<file path="src/common/fc_config.svh">
`ifndef FC_CONFIG_SVH
`define FC_CONFIG_SVH

// width of one activation, weight, bias or output word
`define FC_WORD_SIZE 16

// fractional bits of the fixed-point format (q7.8 for 16 bits)
`define FC_FRAC_BITS 8

// neurons in this layer, one output word each
`define FC_LAYER_HEIGHT 4

// input words per vector, one weight per input
`define FC_PREV_HEIGHT 6

// each neuron memory holds FC_PREV_HEIGHT weights then the bias

`endif
</file>
<file path="src/common/fc_num_pkg.sv">
`include "fc_config.svh"

package fc_num_pkg;

    // one signed fixed-point word
    typedef logic signed [`FC_WORD_SIZE-1:0] word_t;

    // full-width product of two words
    typedef logic signed [2*`FC_WORD_SIZE-1:0] prod_t;

    // accumulator, two words plus four guard bits
    // guard bits keep a full vector of worst-case products from wrapping
    typedef logic signed [2*`FC_WORD_SIZE+3:0] acc_t;

    // output vector, neuron i on word i
    typedef word_t [`FC_LAYER_HEIGHT-1:0] layer_out_t;

endpackage

</file>
<file path="src/common/fc_mem_pkg.sv">
`include "fc_config.svh"

package fc_mem_pkg;

    // address inside one neuron memory
    // weights at 0 .. FC_PREV_HEIGHT-1, bias at FC_PREV_HEIGHT
    typedef logic [$clog2(`FC_PREV_HEIGHT+1)-1:0] mem_addr_t;

    // neuron index, at least one bit
    typedef logic [((`FC_LAYER_HEIGHT > 1) ? $clog2(`FC_LAYER_HEIGHT) : 1)-1:0] neuron_sel_t;

    // one weight-load beat
    typedef struct packed {
        logic              en;
        neuron_sel_t       sel;
        mem_addr_t         addr;
        fc_num_pkg::word_t data;
    } wr_cmd_t;

endpackage

</file>
<file path="src/rtl/fc_layer.sv">
`timescale 1ns/100ps
`include "fc_config.svh"

module fc_layer (
    input  logic                   clk_i,
    input  logic                   reset_i,
    // input stream
    input  fc_num_pkg::word_t      data_i,
    input  logic                   valid_i,
    output logic                   ready_o,
    // output vector
    output logic                   valid_o,
    input  logic                   yumi_i,
    output fc_num_pkg::layer_out_t data_o,
    // weight load
    input  fc_mem_pkg::wr_cmd_t    wr_i
);

    // shared neuron controls
    fc_mem_pkg::mem_addr_t       rd_addr;
    fc_mem_pkg::mem_addr_t       wr_addr;
    fc_num_pkg::word_t           wr_data;
    logic                        sum_en;
    logic                        add_bias;
    logic                        clear;
    logic [`FC_LAYER_HEIGHT-1:0] wen;

    fc_layer_ctrl u_ctrl (
        .clk_i      (clk_i),
        .reset_i    (reset_i),
        .valid_i    (valid_i),
        .yumi_i     (yumi_i),
        .wr_i       (wr_i),
        .ready_o    (ready_o),
        .valid_o    (valid_o),
        .sum_en_o   (sum_en),
        .add_bias_o (add_bias),
        .clear_o    (clear),
        .rd_addr_o  (rd_addr),
        .wen_o      (wen),
        .wr_addr_o  (wr_addr),
        .wr_data_o  (wr_data)
    );

    // one neuron per output word, data_i broadcast to all
    for (genvar i = 0; i < `FC_LAYER_HEIGHT; i++) begin : g_neuron
        fc_neuron u_neuron (
            .clk_i      (clk_i),
            .reset_i    (reset_i),
            .sum_en_i   (sum_en),
            .add_bias_i (add_bias),
            .clear_i    (clear),
            .wen_i      (wen[i]),
            .data_i     (data_i),
            .wr_data_i  (wr_data),
            .rd_addr_i  (rd_addr),
            .wr_addr_i  (wr_addr),
            .data_o     (data_o[i])
        );
    end

endmodule

</file>
<file path="src/fc_neuron/fc_neuron.sv">
`timescale 1ns/100ps
`include "fc_config.svh"

module fc_neuron (
    input  logic                  clk_i,
    input  logic                  reset_i,
    input  logic                  sum_en_i,
    input  logic                  add_bias_i,
    input  logic                  clear_i,
    input  logic                  wen_i,
    input  fc_num_pkg::word_t     data_i,
    input  fc_num_pkg::word_t     wr_data_i,
    input  fc_mem_pkg::mem_addr_t rd_addr_i,
    input  fc_mem_pkg::mem_addr_t wr_addr_i,
    output fc_num_pkg::word_t     data_o
);

    // word range in accumulator width
    localparam fc_num_pkg::acc_t word_max = fc_num_pkg::acc_t'(2**(`FC_WORD_SIZE-1) - 1);
    localparam fc_num_pkg::acc_t word_min = -fc_num_pkg::acc_t'(2**(`FC_WORD_SIZE-1));

    fc_num_pkg::word_t weight;
    fc_num_pkg::prod_t prod;
    fc_num_pkg::prod_t prod_scaled;
    fc_num_pkg::acc_t  addend;
    fc_num_pkg::acc_t  acc_r;
    fc_num_pkg::acc_t  acc_n;
    fc_num_pkg::word_t sat_word;
    fc_num_pkg::word_t relu_word;
    fc_num_pkg::word_t out_r;

    // weight or bias word, lined up with data_i
    fc_weight_mem u_mem (
        .clk_i     (clk_i),
        .wen_i     (wen_i),
        .wr_addr_i (wr_addr_i),
        .rd_addr_i (rd_addr_i),
        .wr_data_i (wr_data_i),
        .rd_data_o (weight)
    );

    // full product, then drop the extra fraction bits
    assign prod        = fc_num_pkg::prod_t'(data_i) * fc_num_pkg::prod_t'(weight);
    assign prod_scaled = prod >>> `FC_FRAC_BITS;

    // bias step adds the stored word as is
    assign addend = add_bias_i ? fc_num_pkg::acc_t'(weight)
                               : fc_num_pkg::acc_t'(prod_scaled);

    assign acc_n = acc_r + addend;

    // clamp to one word
    always_comb begin
        if (acc_n > word_max) begin
            sat_word = word_max[`FC_WORD_SIZE-1:0];
        end else if (acc_n < word_min) begin
            sat_word = word_min[`FC_WORD_SIZE-1:0];
        end else begin
            sat_word = acc_n[`FC_WORD_SIZE-1:0];
        end
    end

    // rectifier
    assign relu_word = sat_word[`FC_WORD_SIZE-1] ? '0 : sat_word;

    // accumulator and output register move together,
    // so the output is final on the bias edge
    always_ff @(posedge clk_i) begin
        if (reset_i || clear_i) begin
            acc_r <= '0;
            out_r <= '0;
        end else if (sum_en_i) begin
            acc_r <= acc_n;
            out_r <= relu_word;
        end
    end

    assign data_o = out_r;

endmodule

</file>
<file path="src/fc_neuron/fc_weight_mem.sv">
`timescale 1ns/100ps
`include "fc_config.svh"

module fc_weight_mem (
    input  logic                  clk_i,
    input  logic                  wen_i,
    input  fc_mem_pkg::mem_addr_t wr_addr_i,
    input  fc_mem_pkg::mem_addr_t rd_addr_i,
    input  fc_num_pkg::word_t     wr_data_i,
    output fc_num_pkg::word_t     rd_data_o
);

    // weights then bias, one word per entry
    fc_num_pkg::word_t mem [0:`FC_PREV_HEIGHT];

    // write port
    always_ff @(posedge clk_i) begin
        if (wen_i) begin
            mem[wr_addr_i] <= wr_data_i;
        end
    end

    // registered read
    // address of cycle n arrives in cycle n-1
    // a same-address write still returns the old word
    always_ff @(posedge clk_i) begin
        rd_data_o <= mem[rd_addr_i];
    end

endmodule

</file>
<file path="src/rtl/fc_layer_ctrl.sv">
`timescale 1ns/100ps
`include "fc_config.svh"

module fc_layer_ctrl (
    input  logic                  clk_i,
    input  logic                  reset_i,
    input  logic                  valid_i,
    input  logic                  yumi_i,
    input  fc_mem_pkg::wr_cmd_t   wr_i,
    output logic                  ready_o,
    output logic                  valid_o,
    output logic                  sum_en_o,
    output logic                  add_bias_o,
    output logic                  clear_o,
    output fc_mem_pkg::mem_addr_t rd_addr_o,
    output logic [`FC_LAYER_HEIGHT-1:0] wen_o,
    output fc_mem_pkg::mem_addr_t wr_addr_o,
    output fc_num_pkg::word_t     wr_data_o
);

    typedef enum logic [1:0] {
        s_accept,
        s_bias,
        s_done
    } state_t;

    state_t state_r;
    state_t state_n;

    // accepted inputs of the current vector
    fc_mem_pkg::mem_addr_t cnt_r;
    fc_mem_pkg::mem_addr_t cnt_n;

    logic accept;

    // beat taken on this edge
    assign accept = (state_r == s_accept) && valid_i;

    // next state
    always_comb begin
        state_n = state_r;
        case (state_r)
            s_accept: begin
                // last input of the vector moves on to the bias step
                if (accept && (cnt_r == `FC_PREV_HEIGHT-1)) begin
                    state_n = s_bias;
                end
            end
            s_bias: begin
                state_n = s_done;
            end
            s_done: begin
                // hold the result until the consumer takes it
                if (yumi_i) begin
                    state_n = s_accept;
                end
            end
            default: begin
                state_n = s_accept;
            end
        endcase
    end

    always_ff @(posedge clk_i) begin
        if (reset_i) begin
            state_r <= s_accept;
        end else begin
            state_r <= state_n;
        end
    end

    // counter runs 0 .. FC_PREV_HEIGHT, the last value is the bias address
    always_comb begin
        if (state_r == s_done) begin
            cnt_n = '0;
        end else if (accept) begin
            cnt_n = cnt_r + 1'b1;
        end else begin
            cnt_n = cnt_r;
        end
    end

    always_ff @(posedge clk_i) begin
        if (reset_i) begin
            cnt_r <= '0;
        end else begin
            cnt_r <= cnt_n;
        end
    end

    // ram read is registered, so look one beat ahead
    assign rd_addr_o = cnt_n;

    // handshake and neuron strobes
    assign ready_o    = (state_r == s_accept);
    assign valid_o    = (state_r == s_done);
    assign sum_en_o   = accept || (state_r == s_bias);
    assign add_bias_o = (state_r == s_bias);
    assign clear_o    = (state_r == s_done) && yumi_i;

    // neuron select to one-hot write enables
    always_comb begin
        for (int i = 0; i < `FC_LAYER_HEIGHT; i++) begin
            wen_o[i] = wr_i.en && (wr_i.sel == fc_mem_pkg::neuron_sel_t'(i));
        end
    end

    // write port takes the command's address and word in the same cycle
    assign wr_addr_o = wr_i.addr;
    assign wr_data_o = wr_i.data;

endmodule

</file>
<file path="config.mk">
export PLATFORM = sky130hd
export DESIGN_NAME = fc_layer
export DESIGN_NICKNAME = d
export VERILOG_FILES = /design/src/common/fc_num_pkg.sv /design/src/common/fc_mem_pkg.sv /design/src/rtl/fc_layer.sv /design/src/fc_neuron/fc_neuron.sv /design/src/fc_neuron/fc_weight_mem.sv /design/src/rtl/fc_layer_ctrl.sv
export VERILOG_INCLUDE_DIRS = /design/src /design/src/common
export SDC_FILE = /design/constraint.sdc
export NUM_CORES = 2
export LEC_CHECK = 0
export BUFFER_PORTS_ARGS = -buffer_cell sky130_fd_sc_hd__buf_4
export CAP_MARGIN = 20
export CELL_PAD_IN_SITES_DETAIL_PLACEMENT = 1
export CELL_PAD_IN_SITES_GLOBAL_PLACEMENT = 1
export CORE_MARGIN = 5
export CORE_UTILIZATION = 45
export CTS_BUF_LIST = sky130_fd_sc_hd__clkbuf_4 sky130_fd_sc_hd__clkbuf_8 sky130_fd_sc_hd__clkbuf_16
export DETAILED_ROUTE_END_ITERATION = 10
export GPL_TIMING_DRIVEN = 0
export MAX_ROUTING_LAYER = met4
export PLACE_DENSITY = 0.77
export SYNTH_ARGS = -nofsm -noshare
export SYNTH_HDL_FRONTEND = slang
export SYNTH_SLANG_ARGS = --single-unit
</file>
<file path="constraint.sdc">
create_clock -name clk_i -period 16.1 [get_ports clk_i]
set_input_delay 1.61 -clock clk_i [delete_from_list [all_inputs] [get_ports clk_i]]
set_output_delay 1.61 -clock clk_i [all_outputs]
set_load 0.01 [all_outputs]
</file>
==> results.yml <==
cts:
  cts_tree: "built"
  ctsHtreeMaxLevel: 3
  numCtsBuffers: 83
  clockRootBuffer: "clkbuf_16"
  clk_latency_ps: 740
  cts_buffer_depth: 3
  cts.sinks: 721
  post_cts_buffers: 0
  clk_pin_slew_ps: 60
  cts_hold_buf: 0
  cts_resized: 0
layout:
  area_delta_synth_final_pct: 9.64
  final_nets: 9127
  drive_above_1_share: 0.0570
  layout.cells.non_filler: 9834
detailed_routing:
  first_pass_iters: 6
  wl_mm: 262
  route.detailed.drc: 0
  drt_iter0_drc: 4688
  drtAntennaViolNets: 0
  wl_per_cell_um: 26.6
  vias: 56614
  viasPerCell: 5.76
sta:
  finalMaxSlewViolations: 0
  fin_crit_ps: 13840
  slew_headroom: 0.102
  fin_worst_skew_ps: 52.7
  tightest_slew_ps: 1350
  rsz0062_at_grt: "no"
  setup_tns_ps: 0
  fin_crit_sh: 0.860
  finalSetupViolCount: 0
  fmax_mhz: 72.3
  finalHoldViolCount: 0
status:
  status: "finished clean"
floorplan:
  fp.dieW_um: 412
  die_h_um: 412
  placementRows: 147
  ios: 108
  core-area_um2: 161000
  initial_core_util: 0.452
  die_area_um2: 170000
job:
  maxCapViolCount: 0
worst_setup_path:
  worst_ep_arrival_time_ps: 14500
  regToRegStartpoint: "g_neuron[3].u_neuron.u_mem.rd_data_o[8]"
  cp-start-kind: "input pin"
  critPathMaxStageDelay_ps: 900
  crit_fanout: 10
  crit_slowest_cell: "buf_1"
  setup.worst_path.start: "data_i[15]"
  required_ps: 16760
  critPathKind: "in -> reg"
  end_kind: "flip-flop"
  cpMostUsedCell: "fa_1"
  r2r_slack_ps: 3860
logic_synthesis:
  synth_common_cells: "inv_1, fa_1, nand2_1"
  synth.cell_area_um2: 72600
  ys.flop_type: "edfxtp_1"
  ys_types: 105
  netlist.area_leader.share: 0.289
  syn-mean-instance-area_um2: 9.86
  yosysWarnings: 0
  netlist_instances: 7364
  synth_edf_count: 448
  yosysSeqAreaShare: 0.260
  ys_ff_latch: 721
  synth.most_common_cell: "inv_1"
  synth_top_area_cell: "fa_1"
  synthArstFlopShare: 0
  synth.area.top_cells: "fa_1, edfxtp_1, ha_1"
global_routing:
  grt_pass1_vias: 61999
  antenna_found_initial: 28
  grt_pass1_wl_mm: 390
  grt_max_degree: 29
  grtUsageTotal: 0.317
  grt_overflow: 0
place:
  globalplace.congestion: 0.966
  dpl.cell_count: 9644
  place_hpwl_mm: 209
  port_buffers: 88
hold_path:
  hold_start: "g_neuron[1].u_neuron.acc_r[14]"
  worstHoldPathType: "reg -> reg"
==> final timing paths <==
kind,to,cells after the start
setup reg to reg,g_neuron[3].u_neuron.data_o[9],37
hold reg to reg,g_neuron[1].u_neuron.acc_r[14],2
setup / recovery,g_neuron[1].u_neuron.data_o[5],36
hold / removal,g_neuron[1].u_neuron.acc_r[14],2
==> cell usage in the layout (no fill, tap or decap), types with 51 or more instances in the layout <==
| master | count |
|---|---|
| nand2_1 | 939 |
| fa_1 | 1048 |
| inv_1 | 1192 |
| nor3_1 | 61 |
| ha_1 | 460 |
| and2_1 | 492 |
| nor2_1 | 336 |
| xor2_1 | 91 |
| nand2b_1 | 57 |
| clkbuf_1 | 302 |
| a21o_1 | 85 |
| clkbuf_16 | 83 |
| nand3_1 | 51 |
| o21ai_0 | 304 |
| a21oi_1 | 353 |
| mux2i_1 | 68 |
| mux4_2 | 64 |
| edfxtp_1 | 448 |
| buf_4 | 98 |
| xnor2_1 | 139 |
| dfxtp_1 | 273 |
==> state kept, by name, summed over array words and instances, names as in the netlist <==
| register | count |
|---|---|
| g_neuron.u_neuron.u_mem.rd_data_o | 64 |
| u_ctrl.state_r | 2 |
| u_ctrl.cnt_r | 3 |
| g_neuron.u_neuron.data_o | 60 |
| g_neuron.u_neuron.u_mem.mem | 448 |
| g_neuron.u_neuron.acc_r | 144 |
==> critical path: cells and delay by family <==
family | cells | cell delay (ps)
compound gates | 16 | 4530
fa+ha+maj | 8 | 3650
buf+inv | 5 | 2550
xor+xnor | 2 | 370
simple gates | 5 | 1730
==> metal layers <==
metal  routed length [um]  GRT usage
met5                    0          -
met4                14400      0.147
met3                20200     0.0576
met1               104000      0.393
met2               124000      0.507
==> per-stage QoR <==
stage	utilization	setup slack, ps	hold slack (ps)	instance area (um^2)
floorplan	-	4950	436	72600
global placement	0.473	2070	445	76000
detailed placement	0.476	1840	454	76500
CTS	0.495	2560	463	79400
global route	0.496	1950	480	79600
finish	0.496	2260	463	79600
==> kinds of logic after synthesis <==
logic type / Yosys count / share of synthesized area
compound gates: 1085 / 0.0933
xor+xnor: 233 / 0.0286
fa+ha+maj: 1508 / 0.368
buf+inv: 1549 / 0.0807
flops: 721 / 0.260
mux: 136 / 0.0298
other cells: 1 / 0.0000516
simple gates: 2131 / 0.139
==> area by class of cell <==
| cell class | instances | area, um^2 |
|---|---|---|
| fill | 18034 | 80900 |
| multi-input combinational | 5097 | 47900 |
| sequential | 721 | 18900 |
| inverter | 1192 | 4470 |
| tap | 2160 | 2700 |
| clock buffer | 118 | 2390 |
| buffer | 357 | 1390 |
| timing repair buffer | 125 | 1220 |
| clock inverter | 35 | 542 |
| antenna | 29 | 72.6 |
Power is left out: the tool's default activity adds up to more than one toggle a clock period on the data nets, which glitch-free logic cannot reach.
